[config.mk]
export PLATFORM = sky130hd
export DESIGN_NAME = fpIssueQueue
export DESIGN_NICKNAME = d
export VERILOG_FILES = /design/src/design/FpIssuePkg.sv /design/src/design/fpIssueQueue.sv
export VERILOG_INCLUDE_DIRS = /design/src /design/src/design
export SDC_FILE = /design/constraint.sdc
export NUM_CORES = 1
export LEC_CHECK = 0
export BUFFER_PORTS_ARGS = -buffer_cell sky130_fd_sc_hd__buf_2
export CAP_MARGIN = 20
export CORE_AREA = 2 2 184 186
export DETAILED_ROUTE_END_ITERATION = 10
export DIE_AREA = 0 0 186 188
export PLACE_DENSITY = 0.84
export SYNTH_ARGS = -nofsm -noshare
export SYNTH_HDL_FRONTEND = slang
export SYNTH_SLANG_ARGS = --single-unit
[constraint.sdc]
create_clock -name clk -period 13.24 [get_ports clk]
set_input_delay 1.324 -clock clk [delete_from_list [all_inputs] [get_ports clk]]
set_output_delay 1.324 -clock clk [all_outputs]
set_load 0.005 [all_outputs]
[src/design/fpIssue_cfg.svh]
//==========================================================
// Sizes for the FP issue path. Queue depth and data width
// are expected to be powers of two, and the lane count at
// least 2. Data width must be even for the sqrt loop.
//==========================================================
`ifndef FP_ISSUE_CFG_SVH
`define FP_ISSUE_CFG_SVH

// Issue queue entries
`define FP_QUEUE_DEPTH 8

// Lanes issued per cycle
`define FP_ISSUE_WIDTH 2

// Active-list pointer width
`define FP_TAG_WIDTH 5

// Operand and result width
`define FP_DATA_WIDTH 16

`endif

[src/design/FpIssuePkg.sv]
//==========================================================
// Types shared by the FP issue path. Flush ranges wrap
// around the active list, head and tail both inclusive.
//==========================================================
`include "fpIssue_cfg.svh"

package FpIssuePkg;

    typedef logic [`FP_TAG_WIDTH-1:0] FpTag;
    typedef logic [`FP_DATA_WIDTH-1:0] FpData;
    typedef logic [$clog2(`FP_QUEUE_DEPTH)-1:0] FpQueueIndex;

    typedef enum logic [2:0] {
        opAdd,
        opSub,
        opMul,
        opDiv,
        opSqrt
    } FpOpKind;

    typedef struct packed {
        FpData srcA;
        FpData srcB;
    } FpArithView;

    // Divisor is ignored by sqrt
    typedef struct packed {
        FpData dividend;
        FpData divisor;
    } FpDivView;

    typedef union packed {
        FpArithView arith;
        FpDivView divSqrt;
    } FpOperands;

    typedef struct packed {
        logic valid;
        logic issued;
        FpOpKind kind;
        FpTag tag;
        FpOperands operands;
    } FpQueueEntry;

    typedef struct packed {
        logic valid;
        FpQueueIndex entryIdx;
        FpOpKind kind;
        FpTag tag;
        FpOperands operands;
    } FpIssueSlot;

    function automatic logic IsDivSqrt(input FpOpKind kind);
        return (kind == opDiv) || (kind == opSqrt);
    endfunction

    function automatic logic InFlushRange(input logic flushAll, input FpTag head,
                                          input FpTag tail, input FpTag tag);
        if (flushAll) begin
            return 1'b1;
        end
        // Range wraps when head is past tail
        if (head <= tail) begin
            return (tag >= head) && (tag <= tail);
        end
        return (tag >= head) || (tag <= tail);
    endfunction

endpackage

[src/design/fpIssueQueue.sv]
//==========================================================
// Eight-entry FP issue queue. Every valid entry counts as
// ready. The stage reports done or replay one cycle after
// it captures a slot. Dispatch into a full queue is illegal.
//==========================================================
`timescale 1ns/1ps
`include "fpIssue_cfg.svh"

module fpIssueQueue (
    input  logic clk,
    input  logic reset,
    input  logic dispatchValid,
    input  FpIssuePkg::FpOpKind dispatchKind,
    input  FpIssuePkg::FpTag dispatchTag,
    input  FpIssuePkg::FpOperands dispatchOperands,
    output logic queueFull,
    input  logic stall,
    input  logic flushValid,
    input  logic flushAll,
    input  FpIssuePkg::FpTag flushHead,
    input  FpIssuePkg::FpTag flushTail,
    output FpIssuePkg::FpIssueSlot issueSlot [`FP_ISSUE_WIDTH],
    input  logic [`FP_ISSUE_WIDTH-1:0] issueDone,
    input  logic [`FP_ISSUE_WIDTH-1:0] issueReplay,
    input  FpIssuePkg::FpQueueIndex issueIndex [`FP_ISSUE_WIDTH]
);
    import FpIssuePkg::*;

    FpQueueEntry entries [`FP_QUEUE_DEPTH];
    FpQueueIndex freeIdx;

    // Lowest free entry and the two oldest-by-index unissued entries
    always_comb begin
        int picked;
        picked = 0;
        queueFull = 1'b1;
        freeIdx = '0;
        for (int i = `FP_QUEUE_DEPTH - 1; i >= 0; i--) begin
            if (!entries[i].valid) begin
                queueFull = 1'b0;
                freeIdx = FpQueueIndex'(i);
            end
        end
        for (int l = 0; l < `FP_ISSUE_WIDTH; l++) begin
            issueSlot[l] = '0;
        end
        for (int i = 0; i < `FP_QUEUE_DEPTH; i++) begin
            if (!stall && picked < `FP_ISSUE_WIDTH && entries[i].valid &&
                    !entries[i].issued) begin
                issueSlot[picked].valid = 1'b1;
                issueSlot[picked].entryIdx = FpQueueIndex'(i);
                issueSlot[picked].kind = entries[i].kind;
                issueSlot[picked].tag = entries[i].tag;
                issueSlot[picked].operands = entries[i].operands;
                picked++;
            end
        end
    end

    always_ff @(posedge clk) begin
        if (reset) begin
            for (int i = 0; i < `FP_QUEUE_DEPTH; i++) begin
                entries[i].valid <= 1'b0;
                entries[i].issued <= 1'b0;
            end
        end else begin
            // Later writes win: select, replay, done, flush, then dispatch
            for (int l = 0; l < `FP_ISSUE_WIDTH; l++) begin
                if (issueSlot[l].valid) begin
                    entries[issueSlot[l].entryIdx].issued <= 1'b1;
                end
                if (issueReplay[l]) begin
                    entries[issueIndex[l]].issued <= 1'b0;
                end
                if (issueDone[l]) begin
                    entries[issueIndex[l]].valid <= 1'b0;
                end
            end
            for (int i = 0; i < `FP_QUEUE_DEPTH; i++) begin
                if (flushValid && entries[i].valid &&
                        InFlushRange(flushAll, flushHead, flushTail, entries[i].tag)) begin
                    entries[i].valid <= 1'b0;
                end
            end
            // Free entry is never touched by the loops above
            if (dispatchValid && !queueFull) begin
                entries[freeIdx].valid <= 1'b1;
                entries[freeIdx].issued <= 1'b0;
                entries[freeIdx].kind <= dispatchKind;
                entries[freeIdx].tag <= dispatchTag;
                entries[freeIdx].operands <= dispatchOperands;
            end
        end
    end

    noDispatchWhenFull: assert property (
        @(posedge clk) disable iff (reset) dispatchValid |-> !queueFull
    );

endmodule

# Word-level counts from Yosys, hierarchy flattened
# Memory sizes are Yosys's and may differ from the RTL's.
# Index checks and enable logic that the tools add are counted.
[totals] regBits=0 latch_bits=0 ram_bits=336 romBits=0 inputBits=66 out_inout_bits=89 elab_cells=478 n_memories=1
[memory_table] name="entries" depth=8 word_bits=42 read_ports=8 rd_ports_with_merged_regs=0 wr=13 line_no="fpIssueQueue.sv:29" source="FpQueueEntry entries [`FP_QUEUE_DEPTH];"
[op_classes] add_sub_neg=6 multipliers=0 div=0 n_lt_le_gt_ge=38 eq_ne=16 shifts=0 mux=231 bitwise=113 reduce_logical=73
[op_table] op="88-bit bitwise mux" n=35
[op_table] op="44-bit demux with 1-bit select" n=35
[op_table] op="88-bit 2-to-1 mux" n=7
[op_table] op="32-bit 2-to-1 mux" n=13
[op_table] op="44-bit 2-to-1 mux" n=8
[op_table] op="43-bit 2-to-1 mux" n=7
[op_table] op="40-bit 2-to-1 mux" n=7
[op_table] op="37-bit 2-to-1 mux" n=7
[op_table] op="32-bit by 2-bit >= comparator with 1-bit output, second input constant" n=7
[op_table] op="32-bit by 1-bit < comparator with 1-bit output, second input constant" n=7
[op_table] op="32-bit by 3-bit < comparator with 1-bit output, second input constant" n=7
[op_table] op="32-bit inverter" n=7
[op_table] op="32-bit by 2-bit adder with 32-bit output, second input constant" n=6
[op_table] op="1-bit 2-to-1 mux" n=104
[op_table] op="1-bit logical AND" n=55
[op_table] op="3-bit == test, second input constant" n=16
[op_table] op="1-bit bitwise AND" n=46
[op_table] op="5-bit <= comparator" n=9
[op_table] op="5-bit >= comparator" n=8
[op_table] op="1-bit inverter" n=32
[op_table] op="3-bit 2-to-1 mux" n=8
[op_table] op="1-bit bitwise AND, second input constant" n=16
[op_table] op="1-bit logical NOT" n=10
[op_table] op="1-bit bitwise OR" n=10
[op_table] op="other kinds (2)" n=10

# Longest topological paths before layout
[logic_depth] ltp_word=54 ltp_mapped=31 depth_no_buf=25

# Worst setup path before layout
# OpenSTA, ideal clock, no wires.
[synth_path] path_type="input -> output" from="in stall" to="out issueSlot[87] (netlist bit)" arrival_time_ns=8.288 required_ns=11.916 slack_ns=3.628 path_stages=28 path_buffers=4 cell_sequence="clkbuf_1 or2_2 inv_1 clkbuf_1 ha_1 nor4b_1 inv_1 fa_1 clkbuf_1 inv_1 ha_1 nand2b_1 and2_1 ha_1 nor4bb_1 a211oi_1 or2_2 ha_1 nor3_1 nor2_1 ha_1 nand2_1 a41oi_1 and4_1 o31a_1 buf_2 or4_4 or3_1"
[synth_rtl] item="from (decl)" line_no="fpIssueQueue.sv:17" source="input logic stall,"
[synth_rtl] item="to (decl)" line_no="fpIssueQueue.sv:22" source="output FpIssuePkg::FpIssueSlot issueSlot [`FP_ISSUE_WIDTH],"

==> flow_summary.toml <==
[worst_setup_path]
path_class = "input port to primary output"
crit_slowest_cell = "fa_1"
endpoint_kind = "primary output"
cp.arrival_ns = 9.88
crit_top_cell = "ha_1"
cp_data_required_time_ns = 11.92
cp-start-kind = "input port"
max_stage_delay_ns = 0.88
cp_max_fo = 50

[routing]
totalWireLength_um = 62200
drt_iter0_markers = 2231
drtPass1Iterations = 6
via_count = 18800
antenna_left = 0
vias_per_cell = 6.87
drc = 0
drt-wirelength-per-cell_um = 22.7

[global_routing]
antenna_found_initial = 1
grt_max_degree = 92
overflow = 0
grt_use_total_pct = 35.1
grt_pass1_wl_um = 96000
grt_pass1_vias = 18300

[clock_tree]
htree_num_levels = 2
cts.path.max_buffers = 3
cts.sinks = 336
root_buffer = "clkbuf_16"
cts_resized = 0
clk_latency_ns = 0.54
clkTransAtPathRegs_ns = 0.06
cts_made_buffers = 37
cts_tree = "yes"
cts_hold_buf = 0
post-cts-setup-buffers = 0

[timing]
worstMarginPinSlew_ns = 1.05
whs_ns = 0.542
hold_violations = 0
finalMaxSlewViolations = 0
finalSetupTns_ns = 0
min_period_ns = 11.21
fmax_ghz = 0.0892
rsz0062_at_grt = "no"
timing.final.crit_share_pct = 84.6
finalSetupViolCount = 0
fin_skew_ns = 0.0175
slew_headroom_pct = 30.3

[floorplanning]
die_w_um = 186
start_util_pct = 63.9
num_rows = 67
ios = 155
die_area_mm2 = 0.0350
die_height_um = 188
core_mm2 = 0.0331

[cells_and_area]
layout_commonest_cell = "edfxtp_1"
reg_top3 = "entries (336)"
fin_nets = 2427
top_register = "entries"
fin_cells = 2740
seq_area_mm2 = 0.00993
final_cell_mix = "edfxtp_1 (320), and2_1 (286), o21ai_0 (240)"
fillerInstances = 2421
multi_input_area_mm2 = 0.0105
drive_above_1_share_pct = 12.3
syn2layout_area_growth_pct = 10.2
largest_reg_flops = 336

[power_and_ir_drop]
powerDensity_mw_per_mm2 = 101
p_comb_share_pct = 8.0
switching_power_mw = 0.565
p_seq_share_pct = 49.6
p_int_mw = 1.78
p_clk_share_pct = 42.4
peakVddDrop_mv = 0.109
leakage_nw = 8.11
sw_frac_of_total_pct = 24.1

[synthesis]
syn_inst = 2227
synth_fa_ha_area_share_pct = 6.20
synth_top_family_by_area = "simple AND/OR/NAND/NOR gates"
syn_area_mm2 = 0.0212
synth_compound_area_share_pct = 20.4
synthTopCellsByArea = "edfxtp_1 (45%), and2_1 (8.5%), ha_1 (5.7%), o21ai_0 (5.7%), a21oi_1 (3.7%)"
synth.ff_latch_count = 336
synth.top_cell.area_share_pct = 45.4
yosysTopAreaCell = "edfxtp_1"
synth_nets = 2390
synthMuxAreaShare_pct = 0.0473
ys_async_sr_fraction_pct = 0
synth_flop_cell = "edfxtp_1"
synth_cell_type_count = 71
avgSynthCellArea_um2 = 9.50
synth_xor_area_share_pct = 0.0414
synthSimpleGateAreaFrac_pct = 22.4
synth_edf_count = 320
yosysWarnings = 0
ys_seq_area_share_pct = 46.9

[placement]
place_congestion = 0.895
dp_cells = 2673
io_buffers = 154
dp_hpwl_um = 37400

[run]
drv_cap = 0

[run_status]
status = "completed"

[hold_path]
hp-class = "register to register"
-- power groups by stage --
stage | Clock, mW | Sequential [mW] | Combinational (mW)
final | 0.993 | 1.16 | 0.188
after global routing | 1.03 | 1.16 | 0.203
after CTS | 0.993 | 1.16 | 0.184
after detailed placement | 0 | 1.19 | 0.183
after global placement | 0 | 1.19 | 0.177
after floorplan | 0 | 1.18 | 0.110
-- through the flow --
step | instance area (µm²) | utilization (%) | worst slack, ns | power (mW)
floorplan | 21200 | - | 3.63 | 1.29
global placement | 22200 | 67.0 | 2.56 | 1.36
detailed placement | 22200 | 67.0 | 2.19 | 1.37
CTS | 23300 | 70.4 | 2.13 | 2.34
global route | 23300 | 70.4 | 1.43 | 2.40
finish | 23300 | 70.4 | 2.03 | 2.34
-- cell families (layout without fill, tap and decap cells) --
| family | count (synthesis) | after routing |
|---|---|---|
| simple gates | 865 | 865 |
| flops | 336 | 336 |
| compound gates | 696 | 696 |
| buf+inv | 222 | 286 |
| mux | 1 | 1 |
| xor+xnor | 1 | 1 |
| other cells | 0 | 1 |
| fa+ha+maj | 106 | 106 |
-- final timing paths --
kind	startpoint	to	slack, ns	depth (start not counted)
max	stall	issueSlot[59]	2.03	27
min	entries[6][40]$_SDFF_PP0_	entries[6][40]$_SDFF_PP0_	0.54	1
max reg2reg	entries[0][41]$_SDFFE_PP1P_	entries[3][40]$_SDFF_PP0_	4.48	26
min reg2reg	entries[6][40]$_SDFF_PP0_	entries[6][40]$_SDFF_PP0_	0.54	1
-- final cells by class --
| cell class | count | share of cell area (%) |
|---|---|---|
| multi-input cells | 1669 | 45.2 |
| clock buffers | 43 | 4.07 |
| clock inverters | 23 | 0.816 |
| diodes | 1 | 0.0107 |
| well taps | 448 | 2.40 |
| inverters | 33 | 0.531 |
| repair buffers | 187 | 4.37 |
| flip-flops and latches | 336 | 42.6 |
-- worst max-delay path: cells and delay by family --
kind                     cells  cell delay, ns
buffers and inverters        6            1.71
AND/OR/NAND/NOR             11            2.93
AO/OA/AOI/OAI                4            1.20
adder cells (fa/ha/maj)      6            2.67
-- routing by layer --
| layer | vias up | routed length [µm] | GRT usage [%] | part of all wire [%] |
|---|---|---|---|---|
| li1 | 8413 | - | - | - |
| met1 | 8906 | 22700 | 44.9 | 36 |
| met2 | 1224 | 30100 | 58.2 | 48 |
| met3 | 282 | 6430 | 5.50 | 10 |
| met4 | 0 | 3020 | 17.0 | 4.9 |
| met5 | - | 0 | 0 | 0 |
-- cells in the mapped netlist (7+ instances only) --
cell / n
a211oi_1: 44
a21o_1: 19
a21oi_1: 155
a311oi_1: 42
a31oi_1: 55
and2_1: 287
and3_1: 46
and4_1: 11
buf_1: 7
clkbuf_1: 176
dfxtp_1: 16
edfxtp_1: 320
ha_1: 96
inv_1: 32
maj3_1: 9
nand2_1: 167
nand2b_1: 21
nand3_1: 92
nor2_1: 118
nor2b_1: 8
nor3_1: 19
nor3b_1: 45
o211ai_1: 46
o21a_1: 7
o21ai_0: 240
o311ai_0: 40
o31ai_1: 9
No activity file was read; power rests on OpenSTA's default activity.
