File: src/design/fpIssue_cfg.svh
//==========================================================
// Sizes for the FP issue path. Queue depth and data width
// are expected to be powers of two, and the lane count at
// least 2. Data width must be even for the sqrt loop.
//==========================================================
`ifndef FP_ISSUE_CFG_SVH
`define FP_ISSUE_CFG_SVH

// Issue queue entries
`define FP_QUEUE_DEPTH 8

// Lanes issued per cycle
`define FP_ISSUE_WIDTH 2

// Active-list pointer width
`define FP_TAG_WIDTH 5

// Operand and result width
`define FP_DATA_WIDTH 16

`endif

File: src/design/FpIssuePkg.sv
//==========================================================
// Types shared by the FP issue path. Flush ranges wrap
// around the active list, head and tail both inclusive.
//==========================================================
`include "fpIssue_cfg.svh"

package FpIssuePkg;

    typedef logic [`FP_TAG_WIDTH-1:0] FpTag;
    typedef logic [`FP_DATA_WIDTH-1:0] FpData;
    typedef logic [$clog2(`FP_QUEUE_DEPTH)-1:0] FpQueueIndex;

    typedef enum logic [2:0] {
        opAdd,
        opSub,
        opMul,
        opDiv,
        opSqrt
    } FpOpKind;

    typedef struct packed {
        FpData srcA;
        FpData srcB;
    } FpArithView;

    // Divisor is ignored by sqrt
    typedef struct packed {
        FpData dividend;
        FpData divisor;
    } FpDivView;

    typedef union packed {
        FpArithView arith;
        FpDivView divSqrt;
    } FpOperands;

    typedef struct packed {
        logic valid;
        logic issued;
        FpOpKind kind;
        FpTag tag;
        FpOperands operands;
    } FpQueueEntry;

    typedef struct packed {
        logic valid;
        FpQueueIndex entryIdx;
        FpOpKind kind;
        FpTag tag;
        FpOperands operands;
    } FpIssueSlot;

    function automatic logic IsDivSqrt(input FpOpKind kind);
        return (kind == opDiv) || (kind == opSqrt);
    endfunction

    function automatic logic InFlushRange(input logic flushAll, input FpTag head,
                                          input FpTag tail, input FpTag tag);
        if (flushAll) begin
            return 1'b1;
        end
        // Range wraps when head is past tail
        if (head <= tail) begin
            return (tag >= head) && (tag <= tail);
        end
        return (tag >= head) || (tag <= tail);
    endfunction

endpackage

File: src/design/fpIssueStage.sv
//==========================================================
// Two-lane FP issue stage. A held slot is processed in the
// cycle after capture. Div/sqrt slots that lose arbitration
// or meet a busy unit go back to the queue as replays.
//==========================================================
`timescale 1ns/1ps
`include "fpIssue_cfg.svh"

module fpIssueStage (
    input  logic clk,
    input  logic reset,
    input  logic stall,
    input  logic flushValid,
    input  logic flushAll,
    input  FpIssuePkg::FpTag flushHead,
    input  FpIssuePkg::FpTag flushTail,
    input  FpIssuePkg::FpIssueSlot issueSlot [`FP_ISSUE_WIDTH],
    output logic [`FP_ISSUE_WIDTH-1:0] issueDone,
    output logic [`FP_ISSUE_WIDTH-1:0] issueReplay,
    output FpIssuePkg::FpQueueIndex issueIndex [`FP_ISSUE_WIDTH],
    output logic [`FP_ISSUE_WIDTH-1:0] divReq,
    input  logic [`FP_ISSUE_WIDTH-1:0] divGrant,
    input  logic divBusy,
    output logic divStart,
    output FpIssuePkg::FpOpKind divKind,
    output FpIssuePkg::FpTag divTag,
    output FpIssuePkg::FpOperands divOperands,
    output logic [`FP_ISSUE_WIDTH-1:0] resultValid,
    output FpIssuePkg::FpTag resultTag [`FP_ISSUE_WIDTH],
    output FpIssuePkg::FpData resultData [`FP_ISSUE_WIDTH]
);
    import FpIssuePkg::*;

    FpIssueSlot pipeReg [`FP_ISSUE_WIDTH];
    logic [`FP_ISSUE_WIDTH-1:0] heldHit, incomingHit, live, isDiv;

    always_comb begin
        for (int i = 0; i < `FP_ISSUE_WIDTH; i++) begin
            heldHit[i] = flushValid &&
                InFlushRange(flushAll, flushHead, flushTail, pipeReg[i].tag);
            incomingHit[i] = flushValid &&
                InFlushRange(flushAll, flushHead, flushTail, issueSlot[i].tag);
            live[i] = pipeReg[i].valid && !stall && !heldHit[i];
            isDiv[i] = IsDivSqrt(pipeReg[i].kind);
        end
    end

    always_ff @(posedge clk) begin
        if (reset) begin
            for (int i = 0; i < `FP_ISSUE_WIDTH; i++) begin
                pipeReg[i].valid <= 1'b0;
            end
        end else begin
            for (int i = 0; i < `FP_ISSUE_WIDTH; i++) begin
                if (!stall) begin
                    pipeReg[i] <= issueSlot[i];
                    pipeReg[i].valid <= issueSlot[i].valid && !incomingHit[i];
                end else if (heldHit[i]) begin
                    pipeReg[i].valid <= 1'b0;
                end
            end
        end
    end

    always_comb begin
        divStart = |divGrant;
        divKind = pipeReg[0].kind;
        divTag = pipeReg[0].tag;
        divOperands = pipeReg[0].operands;
        for (int i = 0; i < `FP_ISSUE_WIDTH; i++) begin
            divReq[i] = live[i] && isDiv[i] && !divBusy;
            issueDone[i] = live[i] && (!isDiv[i] || divGrant[i]);
            issueReplay[i] = live[i] && isDiv[i] && !divGrant[i];
            issueIndex[i] = pipeReg[i].entryIdx;
            resultValid[i] = live[i] && !isDiv[i];
            resultTag[i] = pipeReg[i].tag;
            if (divGrant[i]) begin
                divKind = pipeReg[i].kind;
                divTag = pipeReg[i].tag;
                divOperands = pipeReg[i].operands;
            end
            // Wrapping arithmetic, low half of the product
            case (pipeReg[i].kind)
                opSub: resultData[i] = pipeReg[i].operands.arith.srcA -
                                       pipeReg[i].operands.arith.srcB;
                opMul: resultData[i] = pipeReg[i].operands.arith.srcA *
                                       pipeReg[i].operands.arith.srcB;
                default: resultData[i] = pipeReg[i].operands.arith.srcA +
                                         pipeReg[i].operands.arith.srcB;
            endcase
        end
    end

    doneOrReplay: assert property (
        @(posedge clk) disable iff (reset) (issueDone & issueReplay) == '0
    );

    noStartWhileBusy: assert property (
        @(posedge clk) disable iff (reset) divStart |-> !divBusy
    );

endmodule

File: config.mk
export PLATFORM = sky130hd
export DESIGN_NAME = fpIssueStage
export DESIGN_NICKNAME = d
export VERILOG_FILES = /design/src/design/FpIssuePkg.sv /design/src/design/fpIssueStage.sv
export VERILOG_INCLUDE_DIRS = /design/src /design/src/design
export SDC_FILE = /design/constraint.sdc
export NUM_CORES = 1
export LEC_CHECK = 0
export BUFFER_PORTS_ARGS = -buffer_cell sky130_fd_sc_hd__buf_4
export CAP_MARGIN = 25
export CORE_MARGIN = 4
export CORE_UTILIZATION = 54
export DETAILED_ROUTE_END_ITERATION = 7
export PLACE_DENSITY = 0.72
export SLEW_MARGIN = 20
export SYNTH_ARGS = -nofsm -noshare
export SYNTH_HDL_FRONTEND = slang
export SYNTH_SLANG_ARGS = --single-unit
File: constraint.sdc
create_clock -name clk -period 7.65 [get_ports clk]
set_clock_uncertainty 0.15 [all_clocks]
set_input_delay 1.53 -clock clk [delete_from_list [all_inputs] [get_ports clk]]
set_output_delay 1.53 -clock clk [all_outputs]
set_load 0.1 [all_outputs]
# == After elaboration in Yosys (flattened, before gate mapping) ==
# Memory sizes are Yosys's and may differ from the RTL's.
# Index checks and enable logic that the tools add are counted.
# op_classes
n_addsub,4
mul,2
order_cmp,9
n_eq_ne,8
muxes,40
bitwise_logic,6
n_reduce_logical,43
# op_table
cell,n
16-bit one-hot mux with 2 select lines,2
1-bit 2-to-1 mux,35
16-bit adder,2
16-bit by 16-bit multiplier with 16-bit output,2
32-bit 2-to-1 mux,1
16-bit subtractor,2
5-bit less-or-equal comparator,5
1-bit logical AND,24
5-bit greater-or-equal comparator,4
3-bit by 2-bit == test with 1-bit output (second input constant),4
1-bit logical NOT,10
1-bit logical OR,8
3-bit by 1-bit == test with 1-bit output (second input constant),2
3-bit == test (second input constant),2
1-bit bitwise OR,6
5-bit 2-to-1 mux,1
3-bit 2-to-1 mux,1
2-bit OR reduction,1
# word_totals
register_bits,0
ram_bits,88
inputBits,106
output_inout_bits,97
memories,1
# memory_table
memory,depth,word_bits,read_ports,rd_ports_with_merged_regs,wr,line_no,source
pipeReg,2,44,2,0,2,fpIssueStage.sv:34,FpIssueSlot pipeReg [`FP_ISSUE_WIDTH];

# == Longest topological paths before layout ==
# Gate-level depths: netlist of run 1.
# An unclocked memory read counts as a cell.
# depth
depth_word,12
depth_mapped,21
mapped_depth_nobuf,20

# == Worst setup path after synthesis of run 1 ==
# OpenSTA, ideal clock, no wires.
# synth_timing
path_kind,reg-to-output
start,memory pipeReg[0][2] (netlist name)
end,output resultData[31] (netlist name)
t_arrival_ps,6635
t_required_ps,5970
setup_slack_ps,-665
stages_incl_launch_ff,20
n_path_buf,2
cell_sequence,edfxtp_1 clkbuf_1 clkbuf_1 nand2_1 fa_1 fa_1 fa_1 fa_1 inv_1 fa_1 inv_1 fa_1 inv_1 ha_1 and3_1 a21oi_1 o21ai_0 o41ai_1 xnor2_1 mux2i_1
# synth_lines
item,line_no,source
start: declaration,fpIssueStage.sv:34,
end: declaration,fpIssueStage.sv:30,output FpIssuePkg::FpData resultData [`FP_ISSUE_WIDTH]

==> results of run 1 <==
==> report_power, final <==
part	internal, uW	switching, uW	total (uW)	leakage (uW)
clock network	291	202	493	0.000160
registers	561	41.9	602	0.000847
logic	1450	2310	3760	0.00779
==> cell usage after synthesis, types with 2 or more instances <==
cell type and count:
inv_1 258, and2_1 221, nand2_1 198, ha_1 177
fa_1 162, edfxtp_1 88, xnor2_1 87, a21oi_1 62
nor2_1 62, clkbuf_1 54, o21ai_0 38, mux2_2 35
xor2_1 33, nor3_1 25, buf_4 19, a21o_1 17
nand3_1 15, o21a_1 15, nor2b_1 13, a211oi_1 12
nand2b_1 12, o31ai_1 11, o22ai_1 9, and3_1 8
nor3b_1 7, or3_1 7, buf_6 6, mux2i_1 6
o21bai_1 6, nor4_1 5, or2_2 5, a31oi_1 4
buf_1 4, nand3b_1 4, nand4_1 4, o41ai_1 4
maj3_1 3, o2111ai_1 3, buf_2 2, clkbuf_2 2
o211ai_1 2, o21ai_1 2, o31a_1 2, xnor3_1 2
==> timing repair <==
| item | CTS | global route |
|---|---|---|
| setup endpoints to repair | 5 | 9 |
| pin swaps | 0 | 13 |
| gates cloned | 0 | 0 |
| buffers inserted | 18 | 38 |
| gates resized for setup | 4 | 45 |
==> through the flow <==
step / setup slack [ps] / hold WS, ps / util / area (um^2)
after floorplan: -152 / 938 / - / 15500
after global placement: 221 / 1090 / 0.622 / 17400
after detailed placement: 136 / 1110 / 0.622 / 17400
after global routing: -115 / 1260 / 0.657 / 18400
final: 87.5 / 1150 / 0.657 / 18400
after CTS: 0.0373 / 1150 / 0.639 / 17900
==> routing by layer <==
layer,wire length (um),track usage,vias to the layer above
met4,1790,0.105,0
li1,-,-,6028
met2,22400,0.509,608
met5,0,0,-
met3,3700,0.0500,113
met1,18300,0.372,6292
==> final cells by class <==
type                       instances  area (um^2)
fill                            2365         9610
clock buffer                       9          225
multi-input combinational       1299        11600
timing repair buffer             311         2430
tap                              378          473
sequential                        88         2640
inverter                         258          968
clock inverter                     7          101
==> cells by family after synthesis <==
logic type	after synthesis
flops	88
simple gates	596
mux	41
buf+inv	345
compound gates	197
fa+ha+maj	343
xor+xnor	122
==> tightest hold or removal path, stage by stage (launching register included) <==
cell and delay (ps):
edfxtp_1 430, ha_1 180, a21oi_1 40, o21ai_0 90, maj3_2 240, o21ai_0 110, nand2_1 80
==> worst max path at each step <==
stage	slack, ps	to	from
floorplan	-150	resultData[31]	pipeReg[0][2]$_DFFE_PP_
global placement	220	resultData[31]	pipeReg[0][4]$_DFFE_PP_
detailed placement	140	resultData[31]	pipeReg[0][4]$_DFFE_PP_
CTS	0.04	resultData[30]	pipeReg[0][23]$_DFFE_PP_
global route	-120	resultData[31]	pipeReg[0][23]$_DFFE_PP_
finish	90	resultData[31]	pipeReg[0][23]$_DFFE_PP_
==> results.yml, run 1 <==
min_path:
  min_to: "pipeReg[0][43]$_SDFFCE_PP0P_"
  holdPathStages: 6
  min_from: "pipeReg[0][36]$_DFFE_PP_"
  min-delay-path-class: "reg2reg"
synthesis:
  synth_top_cell_by_area: "fa_1"
  synth-xor-area-share: 0.0710
  yosys_register_bits: 88
  ys_warn_count: 0
  synth_top_family_by_area: "adder cells"
  muxShareOfSynthArea: 0.0294
  synth_simple_gate_area_frac: 0.200
  syn_inst: 1732
  synth_compound_area_frac: 0.0804
  yosysSeqAreaShare: 0.171
  async_reset_ff_frac: 0
  synth.distinct_cells: 65
  syn-cell-area_um2: 15400
  synth_area_per_cell_um2: 8.92
  synth_fp_nets: 2177
  ys.flop_type: "edfxtp_1"
  synth-adder-area-share: 0.356
  netlist_top_cells_area: "fa_1, edfxtp_1, ha_1"
  synth_top_area_frac: 0.210
  synth_edf_count: 88
worst_setup_path:
  critical-path-top-delay-family: "adder cells"
  worstSetupStartpointType: "register"
  end_kind: "output port"
  worstPathRequired_ps: 5970
  cp_slowest_cell: "fa_1"
  r2r-start: "pipeReg[0][32]$_DFFE_PP_"
  path_cells: "and2_4 > fa_1 > inv_1 > fa_1 > fa_2 > fa_1 > inv_1 > fa_1 > inv_1 > fa_1 > inv_1 > ha_4 > and3_1 > a21oi_2 > o21ai_2 > o41ai_2 > xnor2_1 > mux2i_2 > buf_6"
  crit_buf_inv: 5
  cp.arrival_ps: 5880
  reg2reg_depth: 10
  max_stage_delay_ps: 560
  setup.worst_path.class: "reg2out"
  crit_cells: 19
  r2r_end: "pipeReg[1][2]$_DFFE_PP_"
  cp_common_cell: "fa_1"
  r2r_slack_ps: 4460
  cp_max_fo: 6
pwr:
  ir_drop_mv: 0.208
  p_leak_uw: 0.00880
  power_uw: 4860
  p_per_area_nw_per_um2: 264
clock_tree:
  cts.sinks: 88
  clk_latency_ps: 340
  cts_tree: "done"
  root_buffer: "clkbuf_16"
  h-tree-depth: 3
  numCtsBuffers: 9
  clockBufferDepth: 2
  cts_hold_buf: 0
  clkTransAtPathRegs_ps: 70
sta:
  clock.fmax_mhz: 132
  finalHoldViolations: 0
  slew_violations: 0
  post-route-period-util: 0.989
  relSlewSlack: 0.396
  fin_crit_ps: 7560
  setup_tns_ps: 0
  worstMarginPinSlew_ps: 905
  setup_violations: 0
cells_and_area:
  largest_reg_flops: 88
  final_common_cell: "buf_4"
  drive_gt1_frac: 0.207
  top_register: "pipeReg"
  instances_no_fill: 2350
  area_growth_pct: 19.1
  final_cell_mix: "buf_4, inv_1, and2_1"
  nets: 2412
  reg.largest.list: "pipeReg: 88 flops"
  antenna_cells: 0
route:
  drtAntennaViolNets: 0
  drc_errors: 0
  firstDrtPassIters: 7
  viasPerCell: 5.55
  num_vias: 13000
  wl_per_cell_um: 19.7
  drtIter0Drc: 852
  routed_wl_mm: 46.2
placed_design:
  io_buffers: 202
  place_congestion: 0.967
  place_hpwl_mm: 36.8
  dpl.cell_count: 2276
outcome:
  status: "completed"
floorplan:
  dieArea_um2: 31400
  row_count: 61
  coreArea_um2: 28000
  ios: 203
  initial_core_util: 0.551
  die_h_um: 177
  die_w_um: 177
flow_run:
  max_cap_violations: 0
grt:
  grt_pass1_vias: 13600
  track_usage: 0.294
  antenna_found_initial: 0
  grt_max_degree: 56
  overflow: 0
  grt_first_pass_wirelength_mm: 72.3
Note: power is estimated with default switching activity, not from simulation.
==> run 2: changes to the inputs <==
==> constraint.sdc (replaced) <==
create_clock -name clk -period 9.6 [get_ports clk]
set_clock_uncertainty 0.15 [all_clocks]
set_input_delay 1.92 -clock clk [delete_from_list [all_inputs] [get_ports clk]]
set_output_delay 1.92 -clock clk [all_outputs]
set_load 0.1 [all_outputs]
==> results.yml, run 2 (same netlist as run 1, synthesis figures left out) <==
clock_tree:
  h-tree-depth: 3
  cts.sinks: 88
  numCtsBuffers: 9
  cts_tree: "done"
  cts_resized: 0
  cts_setup_buffers: 0
  cts_hold_buf: 0
  root_buffer: "clkbuf_16"
  clockBufferDepth: 2
  clk_latency_ps: 330
  clkTransAtPathRegs_ps: 70
sta:
  holdWs_ps: 1130
  clock.fmax_mhz: 119
  setup_tns_ps: 0
  rsz0062_at_grt: "no"
  setup_violations: 0
  post-route-period-util: 0.872
  worst_slack_ps: 1230
  slew_violations: 0
  relSlewSlack: 0.344
  worstMarginPinSlew_ps: 984
  finalHoldViolations: 0
  fin_crit_ps: 8370
pwr:
  ir_drop_mv: 0.132
  p_per_area_nw_per_um2: 204
  p_leak_uw: 0.00824
cells_and_area:
  drive_gt1_frac: 0.147
  final_cell_mix: "inv_1, and2_1, buf_4"
  largest_reg_flops: 88
  area_growth_pct: 12.4
  antenna_cells: 0
  nFillCells: 2461
  final_common_cell: "inv_1"
  top_register: "pipeReg"
  instances_no_fill: 2247
  nets: 2309
  reg.largest.list: "pipeReg: 88 flops"
  fin_area_um2: 17400
worst_setup_path:
  cp_slowest_cell: "edfxtp_1"
  cp_common_cell: "fa_1"
  reg2reg_depth: 10
  max_stage_delay_ps: 830
  worstPathRequired_ps: 7530
  cp.arrival_ps: 6300
  worstSetupStartpointType: "register"
  end_kind: "output port"
  setup.worst_path.class: "reg2out"
  cp_max_fo: 18
  path_cells: "nand2_1 > fa_1 > fa_1 > fa_1 > fa_1 > inv_1 > fa_1 > inv_1 > fa_1 > inv_1 > ha_1 > and3_1 > and3_1 > nor3_1 > or4_1 > nand3b_1 > buf_4"
grt:
  grt_max_degree: 89
  antenna_found_initial: 0
  grt_pass1_vias: 13100
  track_usage: 0.280
  overflow: 0
  grt_first_pass_wirelength_mm: 69.1
floorplan:
  row_count: 61
  ios: 203
  die_h_um: 177
  dieArea_um2: 31400
  die_w_um: 177
  initial_core_util: 0.551
  coreArea_um2: 28000
route:
  met2_length_mm: 20.7
  routed_wl_mm: 43.5
  drtIter0Drc: 844
  num_vias: 12500
  m1WireLength_mm: 18.2
  firstDrtPassIters: 5
  top_layer: "met4"
  viasPerCell: 5.57
  drtAntennaViolNets: 0
  wl_per_cell_um: 19.4
  route.met3.wl_mm: 2.87
  drc_errors: 0
outcome:
  status: "completed"
placed_design:
  post-place-ws_ps: 1660
  io_buffers: 202
  place_congestion: 0.919
  placed_cell_area_um2: 17000
  dpl.cell_count: 2231
  place_hpwl_mm: 33.9
min_path:
  min-delay-path-class: "reg2reg"
  holdPathStages: 6
flow_run:
  max_cap_violations: 0
==> run 2: changes by cell type in the layout (fill, tap and decap cells not counted), moves of 4 or more <==
cell | previous run | this run
buf_4 | 295 | 206
a21oi_2 | 7 | 1
a21oi_1 | 56 | 62
ha_1 | 173 | 177
o21ai_0 | 34 | 38
buf_6 | 9 | 1
==> run 2: critical path, delay by kind of cell (launching register included) <==
kind          cells  cell delay (ps)
fa+ha+maj         7             3490
buf+inv           4              440
flops             1              830
simple gates      6             1180
==> run 2: where the power goes <==
part	leakage (uW)	total (uW)	internal [uW]	switching, uW
logic	0.00723	2640	1000	1640
registers	0.000847	508	447	61.0
clock network	0.000160	385	231	153
==> run 2: cell type report <==
type | count | area (um^2) | area share
clock inverters | 7 | 101 | 0.00583
repair buffers | 208 | 1560 | 0.0900
well taps | 378 | 473 | 0.0272
multi-input cells | 1299 | 11400 | 0.656
clock buffers | 9 | 225 | 0.0130
inverters | 258 | 968 | 0.0558
flip-flops and latches | 88 | 2640 | 0.152
==> run 2: metal layers <==
layer,vias to the layer above,GRT usage
li1,5814,-
met1,6093,0.366
met2,506,0.476
met3,104,0.0382
met4,0,0.101
met5,-,0
==> run 2: final timing paths <==
path	startpoint	endpoint	slack, ps
setup / recovery	pipeReg[0][1]$_DFFE_PP_	resultData[30]	1230
hold / removal	pipeReg[1][35]$_DFFE_PP_	pipeReg[1][43]$_DFFE_PP_	1130
setup reg to reg	pipeReg[0][32]$_DFFE_PP_	pipeReg[0][4]$_DFFE_PP_	6390
hold reg to reg	pipeReg[1][35]$_DFFE_PP_	pipeReg[1][43]$_DFFE_PP_	1130
==> run 2: metrics by stage <==
step	power (uW)	utilization
4_1_cts	3540	0.620
5_1_grt	3820	0.620
2_1_floorplan	2560	-
3_5_place_dp	3140	0.608
3_3_place_gp	3100	0.608
6_report	3540	0.620
