<file path="config.mk">
export PLATFORM = sky130hd
export DESIGN_NAME = divSqrtUnit
export DESIGN_NICKNAME = d
export VERILOG_FILES = /design/src/design/FpIssuePkg.sv /design/src/design/divSqrtUnit.sv
export VERILOG_INCLUDE_DIRS = /design/src /design/src/design
export SDC_FILE = /design/constraint.sdc
export NUM_CORES = 1
export LEC_CHECK = 0
export ABC_AREA = 1
export BUFFER_PORTS_ARGS = -buffer_cell sky130_fd_sc_hd__buf_4
export CORE_MARGIN = 2
export CORE_UTILIZATION = 45
export CTS_CLUSTER_DIAMETER = 80
export CTS_CLUSTER_SIZE = 40
export DETAILED_ROUTE_END_ITERATION = 12
export PLACE_DENSITY_LB_ADDON = 0.25
export SLEW_MARGIN = 20
export SYNTH_ARGS = -nofsm -noshare
export SYNTH_HDL_FRONTEND = slang
export SYNTH_SLANG_ARGS = --single-unit
</file>
<file path="constraint.sdc">
create_clock -name clk -period 4.3 [get_ports clk]
set_clock_uncertainty 0.15 [all_clocks]
set_input_delay 0.86 -clock clk [delete_from_list [all_inputs] [get_ports clk]]
set_output_delay 0.86 -clock clk [all_outputs]
set_load 0.01 [all_outputs]
</file>
<file path="src/design/fpIssue_cfg.svh">
//==========================================================
// Sizes for the FP issue path. Queue depth and data width
// are expected to be powers of two, and the lane count at
// least 2. Data width must be even for the sqrt loop.
//==========================================================
`ifndef FP_ISSUE_CFG_SVH
`define FP_ISSUE_CFG_SVH

// Issue queue entries
`define FP_QUEUE_DEPTH 8

// Lanes issued per cycle
`define FP_ISSUE_WIDTH 2

// Active-list pointer width
`define FP_TAG_WIDTH 5

// Operand and result width
`define FP_DATA_WIDTH 16

`endif

</file>
<file path="src/design/FpIssuePkg.sv">
//==========================================================
// Types shared by the FP issue path. Flush ranges wrap
// around the active list, head and tail both inclusive.
//==========================================================
`include "fpIssue_cfg.svh"

package FpIssuePkg;

    typedef logic [`FP_TAG_WIDTH-1:0] FpTag;
    typedef logic [`FP_DATA_WIDTH-1:0] FpData;
    typedef logic [$clog2(`FP_QUEUE_DEPTH)-1:0] FpQueueIndex;

    typedef enum logic [2:0] {
        opAdd,
        opSub,
        opMul,
        opDiv,
        opSqrt
    } FpOpKind;

    typedef struct packed {
        FpData srcA;
        FpData srcB;
    } FpArithView;

    // Divisor is ignored by sqrt
    typedef struct packed {
        FpData dividend;
        FpData divisor;
    } FpDivView;

    typedef union packed {
        FpArithView arith;
        FpDivView divSqrt;
    } FpOperands;

    typedef struct packed {
        logic valid;
        logic issued;
        FpOpKind kind;
        FpTag tag;
        FpOperands operands;
    } FpQueueEntry;

    typedef struct packed {
        logic valid;
        FpQueueIndex entryIdx;
        FpOpKind kind;
        FpTag tag;
        FpOperands operands;
    } FpIssueSlot;

    function automatic logic IsDivSqrt(input FpOpKind kind);
        return (kind == opDiv) || (kind == opSqrt);
    endfunction

    function automatic logic InFlushRange(input logic flushAll, input FpTag head,
                                          input FpTag tail, input FpTag tag);
        if (flushAll) begin
            return 1'b1;
        end
        // Range wraps when head is past tail
        if (head <= tail) begin
            return (tag >= head) && (tag <= tail);
        end
        return (tag >= head) || (tag <= tail);
    endfunction

endpackage

</file>
<file path="src/design/divSqrtUnit.sv">
//==========================================================
// Iterative unsigned divide and integer square root.
// Divide takes 17 cycles, sqrt 9. divStart is ignored while
// busy. Divide by zero yields all ones.
//==========================================================
`timescale 1ns/1ps
`include "fpIssue_cfg.svh"

module divSqrtUnit (
    input  logic clk,
    input  logic reset,
    input  logic divStart,
    input  FpIssuePkg::FpOpKind divKind,
    input  FpIssuePkg::FpTag divTag,
    input  FpIssuePkg::FpOperands divOperands,
    output logic divBusy,
    output logic divDone,
    output FpIssuePkg::FpTag doneTag,
    output FpIssuePkg::FpData divData
);
    import FpIssuePkg::*;

    localparam int W = `FP_DATA_WIDTH;
    localparam int CountW = $clog2(W + 1);

    logic [CountW-1:0] count;
    logic isSqrt;
    logic [W+1:0] acc;
    FpData work, root, divisor;
    logic [W+1:0] divShift, sqrtShift, sqrtTrial;

    // Next partial remainders for one step of each loop
    always_comb begin
        divShift = {acc[W:0], work[W-1]};
        sqrtShift = {acc[W-1:0], work[W-1:W-2]};
        sqrtTrial = {root, 2'b01};
    end

    always_ff @(posedge clk) begin
        if (reset) begin
            divBusy <= 1'b0;
            divDone <= 1'b0;
        end else begin
            divDone <= 1'b0;
            if (divStart && !divBusy) begin
                divBusy <= 1'b1;
                isSqrt <= (divKind == opSqrt);
                count <= (divKind == opSqrt) ? CountW'(W / 2) : CountW'(W);
                acc <= '0;
                root <= '0;
                work <= divOperands.divSqrt.dividend;
                divisor <= divOperands.divSqrt.divisor;
                doneTag <= divTag;
            end else if (divBusy && count != '0) begin
                count <= count - 1'b1;
                if (isSqrt) begin
                    work <= {work[W-3:0], 2'b00};
                    if (sqrtShift >= sqrtTrial) begin
                        acc <= sqrtShift - sqrtTrial;
                        root <= {root[W-2:0], 1'b1};
                    end else begin
                        acc <= sqrtShift;
                        root <= {root[W-2:0], 1'b0};
                    end
                // A zero divisor always subtracts, so quotient fills with ones
                end else if (divShift >= {2'b00, divisor}) begin
                    acc <= divShift - {2'b00, divisor};
                    work <= {work[W-2:0], 1'b1};
                end else begin
                    acc <= divShift;
                    work <= {work[W-2:0], 1'b0};
                end
            end else if (divBusy) begin
                divBusy <= 1'b0;
                divDone <= 1'b1;
                divData <= isSqrt ? root : work;
            end
        end
    end

endmodule

</file>
# Yosys cells after proc, flatten, opt, wreduce, memory -nomap -nowiden
# Cells that the tools add are included.
word_totals:
  reg_bits: 94
  in_bits: 43
  output_inout_bits: 23
classes:
  n_addsub: 3
  n_lt_le_gt_ge: 2
  eq_ne: 2
  mux: 18
  bitwise: 3
  n_reduce_logical: 11
ops:
  columns: ["cell", "n"]
  rows:
  - ["two-way mux 16 bit", 6]
  - ["two-way mux 17 bit", 4]
  - [">= comparator 18 x 16 -> 1 bit", 1]
  - [">= comparator 18 bit", 1]
  - ["subtractor 17 x 16 -> 17 bit", 1]
  - ["subtractor 17 bit", 1]
  - ["two-way mux 5 bit", 3]
  - ["two-way mux 1 bit", 5]
  - ["nonzero test 5 bit", 1]
  - ["subtractor 5 x 1 -> 5 bit (second input constant)", 1]
  - ["AND reduction 2 bit", 2]
  - ["AND reduction 4 bit", 1]
  - ["nonzero test 2 bit", 2]
  - ["equality test 3 bit (second input constant)", 1]
  - ["NOT 1 bit", 3]
  - ["AND reduction 3 bit", 1]
  - ["OR reduction 3 bit", 1]
  - ["logical AND 1 bit", 2]
  - ["inequality test 2 bit (second input constant)", 1]
  - ["zero test 1 bit", 1]

# Depth between registers and ports, before layout
# Gate-level depths: netlist of the first run.
logic_depth:
  ltp_word: 5
  mapped_depth: 15
  depth_no_buf: 14

# Worst setup path before layout of the first run
# Ideal clock, no wire load.
synth_path:
  path_type: "input port to flip-flop"
  startpoint: "input divStart"
  endpoint: "register acc[0], enable pin"
  arrival_time_ns: 2.838
  t_required_ns: 3.717
  path_slack_ns: 0.878
  path_stages: 5
  cell_sequence: "nand2_2 inv_1 buf_2 a21oi_1 nor2_1"
synth_between:
  elab_chain_len: 3
synth_lines:
  columns: ["element", "line", "source"]
  rows:
  - ["start: declaration", "divSqrtUnit.sv:12", "input logic divStart,"]
  - ["logical AND 1 bit", "divSqrtUnit.sv:45", "if (divStart && !divBusy) begin"]
  - ["nonzero test 2 bit (no line)", null, null]
  - ["AND reduction 2 bit (no line)", null, null]
  - ["end signal: assignment", "divSqrtUnit.sv:59", "acc <= sqrtShift - sqrtTrial;"]
  - ["end signal: assignment", "divSqrtUnit.sv:62", "acc <= sqrtShift;"]
  - ["end signal: assignment", "divSqrtUnit.sv:67", "acc <= divShift - {2'b00, divisor};"]
  - ["end: declaration", "divSqrtUnit.sv:28", "logic [W+1:0] acc;"]
# No other way between the ends.
# A chain may end at the register's enable or synchronous reset.

# Final worst setup path of the first run
layout_path:
  startpoint: "register work[15]"
  endpoint: "register acc[9], data pin"
layout_between:
  elab_chain_len: 4
layout_lines:
  columns: ["element", "line", "source"]
  rows:
  - ["start: declaration", "divSqrtUnit.sv:29", "FpData work, root, divisor;"]
  - ["start signal: assignment", "divSqrtUnit.sv:51", "work <= divOperands.divSqrt.dividend;"]
  - ["start signal: assignment", "divSqrtUnit.sv:57", "work <= {work[W-3:0], 2'b00};"]
  - ["start signal: assignment", "divSqrtUnit.sv:68", "work <= {work[W-2:0], 1'b1};"]
  - ["subtractor 17 x 16 -> 17 bit (tied with other cells)", "divSqrtUnit.sv:67", null]
  - ["two-way mux 17 bit (on tied branches)", "divSqrtUnit.sv:66, divSqrtUnit.sv:58", null]
  - ["two-way mux 17 bit (*)", "divSqrtUnit.sv:56", "if (isSqrt) begin"]
  - ["two-way mux 17 bit (*)", "divSqrtUnit.sv:54", "end else if (divBusy && count != '0) begin"]
  - ["end signal: assignment", "divSqrtUnit.sv:59", null]
  - ["end signal: assignment", "divSqrtUnit.sv:67", null]
  - ["end signal: assignment", "divSqrtUnit.sv:70", "acc <= divShift;"]
# Mark *: on every way between the ends. The rest lies on a longest branch, timed or not. The select of a mux whose other input is x is not followed.

==> results.json, run 1 <==
{
  "hp-start": "root[1]",
  "cts.htree.levels": 3,
  "setup_viol": 0,
  "fin_crit_ns": 2.985,
  "viasPerCell": 5.161,
  "end_kind": "flop",
  "drv_cap": 0,
  "status": "finished, final reports clean",
  "cp-start-kind": "flop",
  "r2r-start": "work[15]",
  "netlist_instances": 715,
  "gp_congestion": 0.9052,
  "nets": 860,
  "ant_nets": 0,
  "power_density_nw_per_um2": 373.7,
  "synth-seq-area-share_pct": 46.73,
  "grt_pass1_vias": 4764,
  "grt_use_met2_pct": 32.82,
  "coreArea_um2": 13140,
  "max_freq_mhz": 335.0,
  "p_leak_nw": 3.175,
  "drive_gt1_share_pct": 14.90,
  "start_util_pct": 45.65,
  "post_dp_cell_area_um2": 6673,
  "dp_cells": 945,
  "clockBufferDepth": 2,
  "synth-main-ff-cell": "edfxtp_1",
  "hold_class": "flop to flop",
  "ys_seq_elements": 94,
  "cts_resized": 0,
  "tightest_slew_ns": 0.8010,
  "clkLatencyLatePin_ns": 0.36,
  "syn_to_final_growth_pct": 16.46,
  "worstSetupStartpoint": "work[15]",
  "hold_viol": 0,
  "totalWireLength_mm": 13.88,
  "clk_pin_slew_ns": 0.08,
  "synth_edf_count": 92,
  "cp.arrival_ns": 2.96,
  "ctsRootBufferMaster": "clkbuf_16",
  "diodes": 0,
  "die_x_um": 119.4,
  "r2r_slack_ns": 1.31,
  "synth_warnings": 0,
  "postCtsHoldBufs": 0,
  "total_power_w": 0.002610,
  "dieArea_um2": 14270,
  "design_area_um2": 6984,
  "postCtsSetupRepairBufs": 0,
  "std_cell_rows": 42,
  "grtUsageTotal_pct": 20.27,
  "drc_errors": 0,
  "globalRouteMet1Util_pct": 26.50,
  "dp_hpwl_mm": 10.89,
  "drtPass1Iterations": 5,
  "pin_count": 66,
  "die_h_um": 119.4,
  "synthArstFlopShare_pct": 0,
  "dr_total_vias": 4960,
  "grt_busiest_layer": "met2",
  "tritoncts": "built",
  "fin_crit_sh_pct": 69.43,
  "drv_slew": 0,
  "path_class": "flop to flop",
  "maxSlewHeadroom_pct": 46.43,
  "use_met3_pct": 3.927,
  "cts_made_buffers": 9,
  "worstPathRequired_ns": 4.27,
  "synth_area_per_cell_um2": 8.387,
  "hold_ws_ns": 0.4369,
  "drt_iter0_markers": 377,
  "wire_per_inst_um": 14.44,
  "syn_nets": 795,
  "finalNonFillerCells": 961,
  "port_buffers": 65,
  "ys_types": 43,
  "rsz0062_at_grt": "false",
  "grt_max_degree": 33,
  "crit_fanout": 29,
  "antenna_found_initial": 0,
  "synth_area_um2": 5997,
  "cts.sinks": 94,
  "overflow": 0,
  "fill_cells": 1258,
  "final.setup.tns_ns": 0,
  "grt_pass1_wl_mm": 22.71,
  "vdd_drop_max_mv": 0.3442
}
## Yosys cell counts, types with 4 or more instances
cell type / count / area (µm²)
nor2_1: 75 / 281.5
inv_2: 4 / 15.01
xnor2_1: 9 / 78.83
or2_1: 4 / 25.02
nor3_1: 5 / 25.02
clkbuf_1: 9 / 33.78
ha_1: 36 / 450.4
a31oi_1: 14 / 87.58
nand3_1: 46 / 230.2
o211ai_1: 10 / 75.07
inv_1: 94 / 352.8
a21o_1: 4 / 30.03
nand2_2: 7 / 43.79
nand3_2: 5 / 50.05
xor2_1: 8 / 70.07
o21ai_0: 41 / 205.2
edfxtp_1: 92 / 2763
nand2_1: 184 / 690.7
a21oi_1: 30 / 150.1
## metal layers
metal	share of wire, %	vias to the layer above
li1	-	2524
met1	45	2270
met2	48	141
met3	4.6	25
met4	2.8	0
met5	0	-
## metrics by stage
| step | utilization, % | setup slack, ns |
|---|---|---|
| after global placement | 50.74 | 1.407 |
| after CTS | 53.12 | 1.333 |
| after floorplan | - | 0.8784 |
| after detailed placement | 50.79 | 1.334 |
| final | 53.16 | 1.315 |
| after global routing | 53.16 | 0.9969 |
## critical path, cell delays in order (launching register included)
cell and delay (ns):
edfxtp_1 0.41, inv_1 0.20, ha_1 0.18, inv_1 0.05, fa_1 0.44, nand3_1 0.13, nand3_2 0.12, nand2_2 0.10
nand3_2 0.43, or2_1 0.41, nand3_1 0.08, nand2_1 0.05
## worst paths after layout
check | to | cells after the start
max | acc[9] | 11
min | root[2] | 2
max reg2reg | acc[9] | 11
min reg2reg | root[2] | 2
## placed cells by master (no fill, tap or decap), drive strengths merged, types with 6 or more instances in the layout
cell | synthesis | final
xnor2 | 9 | 9
nor3 | 6 | 6
nand2 | 191 | 191
clkbuf | 9 | 10
buf | 9 | 72
xor2 | 8 | 8
edfxtp | 92 | 92
o21ai | 45 | 45
a31oi | 14 | 14
inv | 98 | 102
a21oi | 32 | 32
o211ai | 11 | 11
nand3 | 51 | 51
ha | 36 | 36
nor2 | 78 | 78
## sequential cells by signal, indices dropped and copies added, names as in the netlist
name / count
divData: 16
divBusy: 1
acc: 17
work: 16
doneTag: 5
divDone: 1
count: 5
root: 16
divisor: 16
isSqrt: 1
## power breakdown
part / switching, W / internal (W) / leakage, nW
logic: 0.000409 / 0.000237 / 2.15
clock network: 0.000375 / 0.000464 / 0.148
registers: 0.0000414 / 0.00108 / 0.878
total: 0.000826 / 0.00178 / 3.17
## cell type report
| class | instances | area (µm²) | area share, % |
|---|---|---|---|
| Clock buffer | 10 | 229.0 | 3.278 |
| Clock inverter | 6 | 77.57 | 1.111 |
| Inverter | 98 | 367.9 | 5.267 |
| Multi-Input combinational cell | 505 | 2746 | 39.32 |
| Sequential cell | 94 | 2803 | 40.13 |
| Tap cell | 176 | 220.2 | 3.153 |
| Timing Repair Buffer | 72 | 540.5 | 7.739 |
## cell families (layout without fill, tap and decap cells)
kind of cell    after synthesis  in the layout  synth area share, %
simple gates                340            340                24.26
fa+ha+maj                    37             37                7.845
compound gates              111            111                10.68
flops                        94             94                46.73
xor+xnor                     17             17                2.483
buf+inv                     116            186                7.991
No activity file was read; power rests on OpenSTA's default activity.
==> run 2: changes to the inputs <==
Settings changed: ABC_AREA 1 to 0.
Clock period 4.3 ns to 2.6 ns, I/O delays scaled along.
==> run 2 against run 1 <==
The run now ends with negative setup slack left; combinational power grew to 3.0 times the previous value; register-to-register slack worse by 1.6 ns; hold slack worse by 0.25 ns; synthesized cell count is 21% lower; non-clock buffer count is 131 higher; largest power group is now combinational cells.
==> results.json, run 2 <==
{
  "status": "finished with violations",
  "violations": "negative setup slack",
  "ant_nets": 0,
  "ctsRootBufferMaster": "clkbuf_16",
  "drt_iter0_markers": 347,
  "synth_area_per_cell_um2": 10.36,
  "p_leak_nw": 3.530,
  "ys_types": 57,
  "drv_cap": 0,
  "overflow": 0,
  "cts.sinks": 94,
  "top_register": "acc",
  "yosysMostFrequentCell": "edfxtp_1",
  "syn_to_final_growth_pct": 47.10,
  "synth_xor_area_share_pct": 4.354,
  "coreArea_um2": 12620,
  "cts.htree.levels": 3,
  "postCtsHoldBufs": 0,
  "synth_top_area_share_pct": 47.36,
  "post_dp_cell_area_um2": 7278,
  "yosys.area_share.simple_pct": 12.05,
  "synth_area_um2": 5833,
  "nets": 836,
  "ys_top_cells_by_area": "edfxtp_1 47%, ha_1 7.7%, o21ai_0 4.4%, mux2i_1 3.9%, nor2_1 3.2%",
  "vdd_drop_max_mv": 0.3919,
  "cp.arrival_ns": 2.81,
  "syn_nets": 643,
  "synth-seq-area-share_pct": 48.05,
  "synth_fa_ha_area_share_pct": 8.065,
  "synth_edf_count": 92,
  "synth-main-ff-cell": "edfxtp_1",
  "viasPerCell": 5.281,
  "dp_hpwl_mm": 10.60,
  "path_class": "flop to flop",
  "hp-start": "divOperands[11]",
  "synth_warnings": 0,
  "ys_seq_elements": 94,
  "clockBufferDepth": 2,
  "r2r-end": "acc[16]",
  "dieArea_um2": 13890,
  "drtPass1Iterations": 4,
  "design_area_um2": 8581,
  "drv_slew": 0,
  "cts_made_buffers": 9,
  "end_kind": "flop",
  "rsz0062_at_grt": "true",
  "worstPathCellList": "inv_2 > ha_4 > inv_2 > fa_2 > a21oi_2 > o2111ai_2 > a31oi_2 > o21a_4 > buf_12 > nor2_1 > mux2_4 > o21ai_2 > a21oi_2",
  "netlist_instances": 563,
  "grt_pass1_wl_mm": 24.62,
  "drc_errors": 0,
  "hold_class": "input pin to flop",
  "synth_top_family_by_area": "compound AO/OA/AOI/OAI gates",
  "pin_count": 66,
  "finalWorstSetupSlack_ns": -0.2571,
  "rr_worst_depth": 13,
  "synthArstFlopShare_pct": 0,
  "clkLatencyLatePin_ns": 0.36,
  "fin_crit_ns": 2.857,
  "final_common_cell": "buf_4",
  "grt_pass1_vias": 5018,
  "synthTopCellsByCount": "92 x edfxtp_1, 51 x o21ai_0, 49 x nor2_1",
  "max_freq_mhz": 350.0,
  "multi_input_area_um2": 3406,
  "grtUsageTotal_pct": 22.51,
  "final_cell_mix": "184 x buf_4, 92 x edfxtp_1, 44 x inv_1, 44 x nor2_1, 41 x nand2_1",
  "regArea_um2": 2803,
  "clk_pin_slew_ns": 0.07,
  "die_x_um": 117.9,
  "start_util_pct": 46.22,
  "wire_per_inst_um": 16.91,
  "cp-start-kind": "flop",
  "min_delay_path_depth": 1,
  "synth_largest_area_cell": "edfxtp_1",
  "largest_reg_flops": 17,
  "setup_viol": 19,
  "r2r-start": "work[15]",
  "muxShareOfSynthArea_pct": 6.650,
  "tritoncts": "built",
  "dpl_worst_slack_ns": -0.3933,
  "port_buffers": 65,
  "diodes": 0,
  "critical-path-slowest-cell": "edfxtp_1",
  "dr_total_vias": 4927,
  "crit_fanout": 5,
  "gp_congestion": 0.9528,
  "totalWireLength_mm": 15.77,
  "grt_max_degree": 45,
  "fin_crit_sh_pct": 109.9,
  "power_density_nw_per_um2": 583.5,
  "maxSlewHeadroom_pct": 64.43,
  "fill_cells": 971,
  "die_h_um": 117.9,
  "worstPathRequired_ns": 2.55,
  "std_cell_rows": 41,
  "crit_path_max_incr_delay_ns": 0.40,
  "fin_util_pct": 68.00,
  "hold_end": "divisor[11]",
  "tightest_slew_ns": 0.5335,
  "r2r_slack_ns": -0.26,
  "antenna_found_initial": 0,
  "hold_viol": 0,
  "synth_compound_area_share_pct": 16.17,
  "drive_gt1_share_pct": 43.23
}
run 2: changes by cell type after synthesis, sizes merged, moves of 14 or more:
cell,before,now
a211oi,0,23
inv,98,47
mux2,0,14
mux2i,0,23
nand2,191,48
nand3,51,14
nor2,78,49
run 2: through the flow:
step | hold WS, ns | std cells | setup TNS, ns | total power [W]
6_report | 0.1858 | 933 | -3.679 | 0.005007
5_1_grt | 0.1773 | 933 | -5.213 | 0.005234
4_1_cts | 0.1792 | 915 | -2.242 | 0.004781
3_5_place_dp | 0.4118 | 878 | -3.132 | 0.003261
3_3_place_gp | 0.3995 | 878 | -2.074 | 0.003238
2_1_floorplan | 0.3751 | 563 | -0.5135 | 0.002712
run 2: per-layer routing:
metal	global-route usage, %	up-vias	part of all wire (%)
met4	7.756	0	2.5
li1	-	2438	-
met2	39.14	134	50
met5	0	-	0
met3	4.942	24	4.3
met1	27.59	2331	43
run 2: how the worst max path moves through the flow:
stage	startpoint	endpoint	slack (ns)	cells after the start
floorplan	work[15]	acc[16]	-0.25	12
global placement	work[15]	acc[16]	-0.30	12
finish	work[15]	acc[16]	-0.26	13
CTS	work[15]	acc[16]	-0.23	12
global route	work[15]	acc[16]	-0.38	13
detailed placement	work[15]	acc[16]	-0.39	12
run 2: repair_timing:
action,CTS,global route
hold endpoints to repair,0,0
gates resized for setup,74,59
endpoints found under the setup margin,18,19
gates cloned,3,2
buffers inserted,20,17
pin swaps,27,23
run 2: cell type report:
| class | instances | share of cell area (%) |
|---|---|---|
| multi-input combinational | 401 | 39.69 |
| sequential | 94 | 32.66 |
| timing repair buffer | 203 | 19.98 |
| clock buffer | 9 | 2.625 |
| tap | 172 | 2.508 |
| inverter | 47 | 2.056 |
| clock inverter | 7 | 0.4812 |
run 2: critical path: cells and delay by family, from the launching register on:
kind | cells | cell delay, ns
adder cells (fa/ha/maj) | 2 | 0.49
buffers and inverters | 3 | 0.26
AND/OR/NAND/NOR | 1 | 0.04
multiplexers | 1 | 0.27
AO/OA/AOI/OAI | 6 | 0.99
flip-flops | 1 | 0.40
run 2: power by group:
| group | switching (W) | leakage [nW] | internal (W) |
|---|---|---|---|
| registers | 0.0000687 | 0.879 | 0.00179 |
| clock network | 0.000572 | 0.128 | 0.000639 |
| logic | 0.000924 | 2.52 | 0.00101 |
run 2: kinds of logic after synthesis:
group	count (synthesis)
fa+ha+maj	37
flops	94
simple gates	153
compound gates	145
mux	37
xor+xnor	29
buf+inv	68
